<file path="src/include/xbar_settings.svh">
`ifndef XBAR_SETTINGS_SVH
`define XBAR_SETTINGS_SVH

// ----------------------------------------
// crossbar sizing
// ----------------------------------------

// requester channels and cache banks
`define XBAR_NUM_CH     3
`define XBAR_NUM_BANK   4

// entries per channel queue
`define XBAR_FIFO_DEPTH 4

// line address bounds
`define XBAR_ADDR_HI    31
`define XBAR_ADDR_LO    4

// bank select field starts here and is two bits wide
`define XBAR_BANK_LSB   4

// write buffer id width
`define XBAR_WBUF_AW    5

`endif
</file>
<file path="src/hw/xbar_pkg.sv">
`include "xbar_settings.svh"

package xbar_pkg;

  // 2'b10 and 2'b11 travel through as reads
  typedef enum logic [1:0] {
    OP_READ  = 2'b00,
    OP_WRITE = 2'b01
  } op_e;

  typedef logic [`XBAR_ADDR_HI:`XBAR_ADDR_LO] line_addr_t;
  typedef logic [$clog2(`XBAR_NUM_CH)-1:0]    ch_id_t;
  typedef logic [`XBAR_WBUF_AW-1:0]           wbuf_id_t;

  // request as it arrives on a channel
  typedef struct packed {
    op_e        op;
    line_addr_t addr;
  } chan_req_t;

  // request as presented to a bank
  typedef struct packed {
    ch_id_t     ch_id;
    op_e        op;
    line_addr_t addr;
    wbuf_id_t   wbuf_id;
  } bank_req_t;

  typedef struct packed {
    logic     valid;
    wbuf_id_t id;
  } wbuf_free_t;

endpackage

</file>
<file path="src/hw/xbar_core.sv">
`timescale 1ns/1ns

`include "xbar_settings.svh"

module xbar_core (
  input  logic                      clk_i,
  input  logic                      rst_n_i,
  input  logic [`XBAR_NUM_CH-1:0]   chan_valid_i,
  input  xbar_pkg::chan_req_t       chan_req_i [`XBAR_NUM_CH],
  output logic [`XBAR_NUM_CH-1:0]   chan_allow_in_o,
  output logic [`XBAR_NUM_BANK-1:0] bank_valid_o,
  output xbar_pkg::bank_req_t       bank_req_o [`XBAR_NUM_BANK],
  input  logic [`XBAR_NUM_BANK-1:0] bank_allow_in_i,
  input  xbar_pkg::wbuf_free_t      bank_free_i [`XBAR_NUM_BANK]
);

  logic [`XBAR_NUM_BANK-1:0] want_by_ch    [`XBAR_NUM_CH];
  logic [`XBAR_NUM_BANK-1:0] grant_by_ch   [`XBAR_NUM_CH];
  logic [`XBAR_NUM_CH-1:0]   want_by_bank  [`XBAR_NUM_BANK];
  logic [`XBAR_NUM_CH-1:0]   grant_by_bank [`XBAR_NUM_BANK];
  xbar_pkg::chan_req_t       heads         [`XBAR_NUM_CH];

  // ----------------------------------------
  // channel queues
  // ----------------------------------------
  for (genvar c = 0; c < `XBAR_NUM_CH; c++) begin : g_chan
    xbar_chan_buffer u_buf (
      .clk_i      (clk_i),
      .rst_n_i    (rst_n_i),
      .valid_i    (chan_valid_i[c]),
      .req_i      (chan_req_i[c]),
      .allow_in_o (chan_allow_in_o[c]),
      .want_o     (want_by_ch[c]),
      .head_o     (heads[c]),
      .grant_i    (grant_by_ch[c])
    );
  end

  // channel-major to bank-major and back
  for (genvar b = 0; b < `XBAR_NUM_BANK; b++) begin : g_xpose_bank
    for (genvar c = 0; c < `XBAR_NUM_CH; c++) begin : g_xpose_ch
      assign want_by_bank[b][c] = want_by_ch[c][b];
      assign grant_by_ch[c][b]  = grant_by_bank[b][c];
    end
  end

  // ----------------------------------------
  // bank ports
  // ----------------------------------------
  for (genvar b = 0; b < `XBAR_NUM_BANK; b++) begin : g_bank
    xbar_bank_port u_port (
      .clk_i           (clk_i),
      .rst_n_i         (rst_n_i),
      .want_i          (want_by_bank[b]),
      .heads_i         (heads),
      .grant_o         (grant_by_bank[b]),
      .bank_valid_o    (bank_valid_o[b]),
      .bank_req_o      (bank_req_o[b]),
      .bank_allow_in_i (bank_allow_in_i[b]),
      .bank_free_i     (bank_free_i[b])
    );
  end

endmodule

</file>
<file path="src/hw/xbar_bank_port.sv">
`timescale 1ns/1ns

`include "xbar_settings.svh"

module xbar_bank_port (
  input  logic                    clk_i,
  input  logic                    rst_n_i,
  input  logic [`XBAR_NUM_CH-1:0] want_i,
  input  xbar_pkg::chan_req_t     heads_i [`XBAR_NUM_CH],
  output logic [`XBAR_NUM_CH-1:0] grant_o,
  output logic                    bank_valid_o,
  output xbar_pkg::bank_req_t     bank_req_o,
  input  logic                    bank_allow_in_i,
  input  xbar_pkg::wbuf_free_t    bank_free_i
);

  logic [`XBAR_NUM_CH-1:0] eligible;
  logic [`XBAR_NUM_CH-1:0] arb_req;
  logic [`XBAR_NUM_CH-1:0] sel;
  logic [`XBAR_NUM_CH-1:0] held_sel;
  logic                    held;
  logic                    xfer;
  logic                    win_write;
  logic                    id_avail;
  xbar_pkg::wbuf_id_t      free_id;
  xbar_pkg::ch_id_t        win;

  // writes wait while the pool is empty, reads always go
  always_comb begin
    for (int c = 0; c < `XBAR_NUM_CH; c++) begin
      eligible[c] = want_i[c] & (id_avail | (heads_i[c].op != xbar_pkg::OP_WRITE));
    end
  end

  // ----------------------------------------
  // arbitration
  // ----------------------------------------
  // a stalled offer keeps its channel so the output does not change
  assign arb_req = held ? held_sel : eligible;

  xbar_rr_arbiter #(
    .N (`XBAR_NUM_CH)
  ) u_arb (
    .clk_i     (clk_i),
    .rst_n_i   (rst_n_i),
    .req_i     (arb_req),
    .advance_i (xfer),
    .grant_o   (sel)
  );

  always_ff @(posedge clk_i or negedge rst_n_i) begin
    if (!rst_n_i) begin
      held     <= 1'b0;
      held_sel <= '0;
    end else begin
      held     <= bank_valid_o & ~bank_allow_in_i;
      held_sel <= sel;
    end
  end

  // ----------------------------------------
  // request mux and handshake
  // ----------------------------------------
  always_comb begin
    win = '0;
    for (int c = 0; c < `XBAR_NUM_CH; c++) begin
      if (sel[c]) begin
        win = xbar_pkg::ch_id_t'(c);
      end
    end
  end

  assign win_write    = (heads_i[win].op == xbar_pkg::OP_WRITE);
  assign bank_valid_o = |sel;
  assign xfer         = bank_valid_o & bank_allow_in_i;
  assign grant_o      = sel & {`XBAR_NUM_CH{xfer}};

  // id field is zero on reads
  always_comb begin
    bank_req_o.ch_id   = win;
    bank_req_o.op      = heads_i[win].op;
    bank_req_o.addr    = heads_i[win].addr;
    bank_req_o.wbuf_id = win_write ? free_id : '0;
  end

  xbar_wbuf_freelist u_freelist (
    .clk_i   (clk_i),
    .rst_n_i (rst_n_i),
    .alloc_i (xfer & win_write),
    .id_o    (free_id),
    .avail_o (id_avail),
    .free_i  (bank_free_i)
  );

endmodule

</file>
<file path="src/hw/xbar_wbuf_freelist.sv">
`timescale 1ns/1ns

`include "xbar_settings.svh"

module xbar_wbuf_freelist (
  input  logic                 clk_i,
  input  logic                 rst_n_i,
  input  logic                 alloc_i,
  output xbar_pkg::wbuf_id_t   id_o,
  output logic                 avail_o,
  input  xbar_pkg::wbuf_free_t free_i
);

  localparam int NUM_ID = 1 << `XBAR_WBUF_AW;

  logic [`XBAR_WBUF_AW:0] init_cnt;
  logic                   init_done;
  logic                   push;
  logic                   empty;
  xbar_pkg::wbuf_id_t     push_id;

  // msb of the counter marks the pool as filled
  assign init_done = init_cnt[`XBAR_WBUF_AW];

  // ids 0..NUM_ID-1 first, freed ids afterwards
  assign push    = init_done ? free_i.valid : 1'b1;
  assign push_id = init_done ? free_i.id : init_cnt[`XBAR_WBUF_AW-1:0];
  assign avail_o = init_done & ~empty;

  always_ff @(posedge clk_i or negedge rst_n_i) begin
    if (!rst_n_i) begin
      init_cnt <= '0;
    end else if (!init_done) begin
      init_cnt <= init_cnt + 1'b1;
    end
  end

  xbar_fifo #(
    .T     (xbar_pkg::wbuf_id_t),
    .DEPTH (NUM_ID)
  ) u_pool (
    .clk_i   (clk_i),
    .rst_n_i (rst_n_i),
    .push_i  (push),
    .data_i  (push_id),
    .pop_i   (alloc_i & avail_o),
    .data_o  (id_o),
    .empty_o (empty),
    .full_o  ()
  );

endmodule

</file>
<file path="src/hw/xbar_rr_arbiter.sv">
`timescale 1ns/1ns

`include "xbar_settings.svh"

module xbar_rr_arbiter #(
  parameter int N = `XBAR_NUM_CH
) (
  input  logic         clk_i,
  input  logic         rst_n_i,
  input  logic [N-1:0] req_i,
  input  logic         advance_i,
  output logic [N-1:0] grant_o
);

  localparam int PTR_W = (N > 1) ? $clog2(N) : 1;

  logic [PTR_W-1:0] ptr;
  logic [PTR_W-1:0] win;
  logic             found;

  // first requester at or after the pointer, wrapping once
  always_comb begin
    grant_o = '0;
    win     = ptr;
    found   = 1'b0;
    for (int i = 0; i < N; i++) begin
      if (!found && req_i[(int'(ptr) + i) % N]) begin
        found = 1'b1;
        win   = PTR_W'((int'(ptr) + i) % N);
      end
    end
    if (found) begin
      grant_o[win] = 1'b1;
    end
  end

  // pointer moves past the winner only on a transfer
  always_ff @(posedge clk_i or negedge rst_n_i) begin
    if (!rst_n_i) begin
      ptr <= '0;
    end else if (advance_i && found) begin
      ptr <= (win == PTR_W'(N - 1)) ? '0 : win + 1'b1;
    end
  end

endmodule

</file>
<file path="src/hw/xbar_chan_buffer.sv">
`timescale 1ns/1ns

`include "xbar_settings.svh"

module xbar_chan_buffer (
  input  logic                      clk_i,
  input  logic                      rst_n_i,
  input  logic                      valid_i,
  input  xbar_pkg::chan_req_t       req_i,
  output logic                      allow_in_o,
  output logic [`XBAR_NUM_BANK-1:0] want_o,
  output xbar_pkg::chan_req_t       head_o,
  input  logic [`XBAR_NUM_BANK-1:0] grant_i
);

  localparam int BANK_SEL_W = $clog2(`XBAR_NUM_BANK);

  logic                  empty;
  logic                  full;
  logic                  push;
  logic                  pop;
  logic [BANK_SEL_W-1:0] bank_sel;

  // accept while there is room
  assign allow_in_o = ~full;
  assign push       = valid_i & ~full;

  // a grant only comes with a bank transfer
  assign pop = |grant_i;

  xbar_fifo #(
    .T     (xbar_pkg::chan_req_t),
    .DEPTH (`XBAR_FIFO_DEPTH)
  ) u_queue (
    .clk_i   (clk_i),
    .rst_n_i (rst_n_i),
    .push_i  (push),
    .data_i  (req_i),
    .pop_i   (pop),
    .data_o  (head_o),
    .empty_o (empty),
    .full_o  (full)
  );

  // ----------------------------------------
  // bank decode of the head entry
  // ----------------------------------------
  assign bank_sel = head_o.addr[`XBAR_BANK_LSB +: BANK_SEL_W];

  always_comb begin
    want_o = '0;
    if (!empty) begin
      want_o[bank_sel] = 1'b1;
    end
  end

endmodule

</file>
<file path="src/hw/xbar_fifo.sv">
`timescale 1ns/1ns

module xbar_fifo #(
  parameter type T     = logic,
  parameter int  DEPTH = 4
) (
  input  logic clk_i,
  input  logic rst_n_i,
  input  logic push_i,
  input  T     data_i,
  input  logic pop_i,
  output T     data_o,
  output logic empty_o,
  output logic full_o
);

  localparam int PTR_W = (DEPTH > 1) ? $clog2(DEPTH) : 1;
  localparam int CNT_W = $clog2(DEPTH + 1);

  T                 mem [DEPTH];
  logic [PTR_W-1:0] wr_ptr;
  logic [PTR_W-1:0] rd_ptr;
  logic [CNT_W-1:0] count;
  logic             do_push;
  logic             do_pop;

  assign empty_o = (count == '0);
  assign full_o  = (count == CNT_W'(DEPTH));
  assign do_push = push_i & ~full_o;
  assign do_pop  = pop_i & ~empty_o;
  assign data_o  = mem[rd_ptr];

  always_ff @(posedge clk_i) begin
    if (do_push) begin
      mem[wr_ptr] <= data_i;
    end
  end

  // pointers wrap at DEPTH, count tracks occupancy
  always_ff @(posedge clk_i or negedge rst_n_i) begin
    if (!rst_n_i) begin
      wr_ptr <= '0;
      rd_ptr <= '0;
      count  <= '0;
    end else begin
      if (do_push) begin
        wr_ptr <= (wr_ptr == PTR_W'(DEPTH - 1)) ? '0 : wr_ptr + 1'b1;
      end
      if (do_pop) begin
        rd_ptr <= (rd_ptr == PTR_W'(DEPTH - 1)) ? '0 : rd_ptr + 1'b1;
      end
      if (do_push && !do_pop) begin
        count <= count + 1'b1;
      end else if (do_pop && !do_push) begin
        count <= count - 1'b1;
      end
    end
  end

endmodule

</file>
<file path="config.mk">
export PLATFORM = sky130hd
export DESIGN_NAME = xbar_core
export DESIGN_NICKNAME = d
export VERILOG_FILES = /design/src/hw/xbar_pkg.sv /design/src/hw/xbar_core.sv /design/src/hw/xbar_bank_port.sv /design/src/hw/xbar_wbuf_freelist.sv /design/src/hw/xbar_rr_arbiter.sv /design/src/hw/xbar_chan_buffer.sv /design/src/hw/xbar_fifo.sv
export VERILOG_INCLUDE_DIRS = /design/src /design/src/include
export SDC_FILE = /design/constraint.sdc
export NUM_CORES = 2
export LEC_CHECK = 0
export BUFFER_PORTS_ARGS = -buffer_cell sky130_fd_sc_hd__buf_2
export CAP_MARGIN = 20
export CORE_UTILIZATION = 40
export DETAILED_ROUTE_END_ITERATION = 10
export PLACE_DENSITY = 0.59
export SKIP_CTS_REPAIR_TIMING = 1
export SLEW_MARGIN = 20
export SYNTH_ARGS = -nofsm -noshare
export SYNTH_HDL_FRONTEND = slang
export SYNTH_SLANG_ARGS = --single-unit
</file>
<file path="constraint.sdc">
create_clock -name clk_i -period 14.75 [get_ports clk_i]
set_input_delay 0.7375 -clock clk_i [delete_from_list [all_inputs] [get_ports clk_i]]
set_output_delay 0.7375 -clock clk_i [all_outputs]
set_load 0.02 [all_outputs]
</file>
==> impl_metrics.tcl <==
set metrics [dict create \
    max_freq_mhz 150 \
    clk_pin_slew_worst_paths_ns 0.06 \
    drive_gt1_frac 0.263 \
    holdWs_ns 0.0821 \
    m1WireLength_um 51400 \
    ys_ff_latch 1133 \
    die_w_um 355 \
    finalInstanceArea_um2 56500 \
    ys.flop_type "edfxtp_1" \
    slowest_stage "mux4_2" \
    root_buffer "clkbuf_16" \
    status "finished clean" \
    slew_violations 0 \
    dieArea_um2 126000 \
    first_pass_iters 6 \
    highest_layer "met5" \
    vias 27300 \
    cp.arrival_ns 5.92 \
    nFillCells 10600 \
    ant_nets 0 \
    yosys_warnings 0 \
    synthArstFlopShare 0.117 \
    vias_per_cell 5.51 \
    setup_ws_ns 8.10 \
    rsz0062_at_grt "false" \
    dr_wl_met3_um 8560 \
    clk_path_buf_depth 3 \
    yosysSeqAreaShare 0.671 \
    hold_viol 0 \
    worstSetupEndpointType "output pin" \
    required_ns 14.01 \
    place_area_um2 52700 \
    wl_met2_um 59300 \
    p_leak_nw 19.7 \
    initial_core_util 0.406 \
    grt_max_degree 70 \
    syn_area_per_cell_um2 16.7 \
    wl_per_cell_um 24.6 \
    finalSetupViolCount 0 \
    netlist_area_um2 49700 \
    grt_pass1_wl_um 182000 \
    dieHeight_um 355 \
    maxCapViolations 0 \
    insertion_delay_ns 0.71 \
    grt_pass1_vias 27400 \
    min_period_ns 6.65 \
    grt_overflow 0 \
    worstSetupStartpointType "flop" \
    vdd_drop_max_uv 261 \
    routabilityCongestion 0.872 \
    drcViolationCount 0 \
    synthCells 2976 \
    htree_levels 3 \
    crit_chain "buf_4 > mux4_2 > and2b_2 > a2111oi_4 > a2111oi_1 > maj3_2 > a221o_1 > or2_2 > buf_4 > nand2_1 > a31oi_1 > buf_2" \
    portBuffers 277 \
    std_cell_rows 128 \
    synth_nets 3184 \
    dp_hpwl_um 82600 \
    nets 3439 \
    cts_tree "done" \
    routed_wl_um 122000 \
    cp_slowest_stage_delay_ns 0.73 \
    numClockSinks 1133 \
    ff2ff_setup_slack_ns 8.26 \
    fin_skew_ns 0.0304 \
    worst_pin_slew_ns 1.04 \
    crit_fanout 33 \
    ios 278 \
    synth_edf_count 1000 \
    cts_buffers 116 \
    crit_type "reg2out" \
    hold_path.class "in2async" \
    grt_util_all_layers 0.194 \
    synth.distinct_cells 93 \
    power_density_nw_per_um2 247 \
    final_common_cell "edfxtp_1" \
    syn2layout_area_growth_pct 13.7 \
    setup_tns_ns 0 \
    relSlewSlack 0.307 \
    drtIter0Drc 2012 \
    pre_cts_ws_ns 8.12 \
    crit_top_cell "buf_4" \
    layout_common_cells "edfxtp_1, mux4_2, buf_2" \
    grt_antenna_before_repair 24 \
    min_period_over_period 0.451 \
    core_um2 123000 \
]
where the power goes:
part | switching, mW | leakage [nW] | internal (mW) | total, mW
clock network | 1.23 | 1.86 | 1.71 | 2.93
logic | 4.44 | 7.16 | 2.38 | 6.82
registers | 0.262 | 10.7 | 3.95 | 4.21
total | 5.92 | 19.7 | 8.03 | 14.0
critical path, delay by kind of cell, from the launching register on:
| family | cells | cell delay [ns] |
|---|---|---|
| buffers and inverters | 3 | 1.34 |
| DFF | 1 | 0.33 |
| muxes | 1 | 0.73 |
| and+or+nand+nor | 3 | 0.66 |
| AOI/OAI and AO/OA | 4 | 1.78 |
| adders and majority gates | 1 | 0.35 |
layout make-up:
class,count,area [um^2],share of cell area
Antenna cell,1,2.50,0.0000443
Clock buffer,155,3180,0.0563
Clock inverter,63,629,0.0111
Inverter,77,289,0.00511
Multi-Input combinational cell,1594,15400,0.272
Sequential cell,1133,33400,0.590
Tap cell,1625,2030,0.0360
Timing Repair Buffer,309,1630,0.0289
kinds of logic after synthesis:
kind of cell | after synthesis | share of synthesized area
buf+inv | 249 | 0.0203
mux | 463 | 0.167
fa+ha+maj | 88 | 0.0231
xor+xnor | 50 | 0.00881
compound gates | 365 | 0.0522
simple gates | 628 | 0.0574
flops | 1133 | 0.671
worst paths after layout:
kind	from	to	cells past startpoint
max in group asynchronous	rst_n_i	g_bank[3].u_port.u_freelist.u_pool.rd_ptr[0]$_DFFE_PN0P_	2
worst min-delay path	rst_n_i	g_bank[0].u_port.u_freelist.init_cnt[4]$_DFFE_PN0N_	1
worst max register to register	g_chan[2].u_buf.u_queue.rd_ptr[0]$_DFFE_PN0P_	g_bank[2].u_port.u_freelist.u_pool.count[5]$_DFFE_PN0P_	21
min in group clk_i	chan_req_i[15]	g_chan[2].u_buf.u_queue.mem[0][15]$_DFFE_PP_	1
worst min register to register	g_chan[0].u_buf.u_queue.count[2]$_DFFE_PN0P_	g_chan[0].u_buf.u_queue.count[2]$_DFFE_PN0P_	1
worst max-delay path	g_chan[2].u_buf.u_queue.rd_ptr[0]$_DFFE_PN0P_	bank_req_o[6]	12
synth_stat cells (12+ instances only):
cell | count | area, um^2
mux4_2 | 290 | 6530
nor2_1 | 240 | 901
edfxtp_1 | 1000 | 30000
buf_1 | 32 | 120
nand2_1 | 185 | 694
o31ai_1 | 13 | 97.6
nand2b_1 | 21 | 131
a21o_1 | 21 | 158
mux2i_1 | 127 | 1270
a31oi_1 | 12 | 75.1
nand3_1 | 27 | 135
a21oi_1 | 100 | 500
ha_1 | 78 | 976
o21ai_0 | 106 | 531
dfrtp_1 | 133 | 3330
nor3_1 | 43 | 215
buf_2 | 15 | 75.1
clkbuf_1 | 112 | 420
inv_1 | 73 | 274
mux2_2 | 39 | 439
and3_1 | 24 | 150
xnor2_1 | 34 | 298
xor2_1 | 16 | 140
routing by layer:
| metal | GRT usage | vias up |
|---|---|---|
| met5 | 0 | - |
| met1 | 0.263 | 13900 |
| met4 | 0.0474 | 30 |
| met2 | 0.318 | 912 |
| li1 | - | 12300 |
| met3 | 0.0423 | 189 |
stage by stage:
| stage | power, mW | instances | utilization |
|---|---|---|---|
| after floorplan | 8.75 | 2976 | - |
| after global placement | 11.1 | 4738 | 0.430 |
| after detailed placement | 11.1 | 4738 | 0.430 |
| after CTS | 14.1 | 4956 | 0.461 |
| after global routing | 14.7 | 4956 | 0.461 |
| final | 14.0 | 4957 | 0.461 |
flip-flops by register name (all words and copies together) (netlist names):
signal                                  flops
g_bank.u_port.u_freelist.init_cnt          24
g_bank.u_port.u_freelist.u_pool.mem       640
g_bank.u_port.held_sel                     12
g_bank.u_port.u_freelist.u_pool.wr_ptr     20
g_chan.u_buf.u_queue.mem                  360
g_chan.u_buf.u_queue.wr_ptr                 6
g_bank.u_port.u_arb.ptr                     8
g_chan.u_buf.u_queue.rd_ptr                 6
g_bank.u_port.u_freelist.u_pool.count      24
g_bank.u_port.u_freelist.u_pool.rd_ptr     20
g_bank.u_port.held                          4
g_chan.u_buf.u_queue.count                  9
Power figures use the tool's default switching activity.
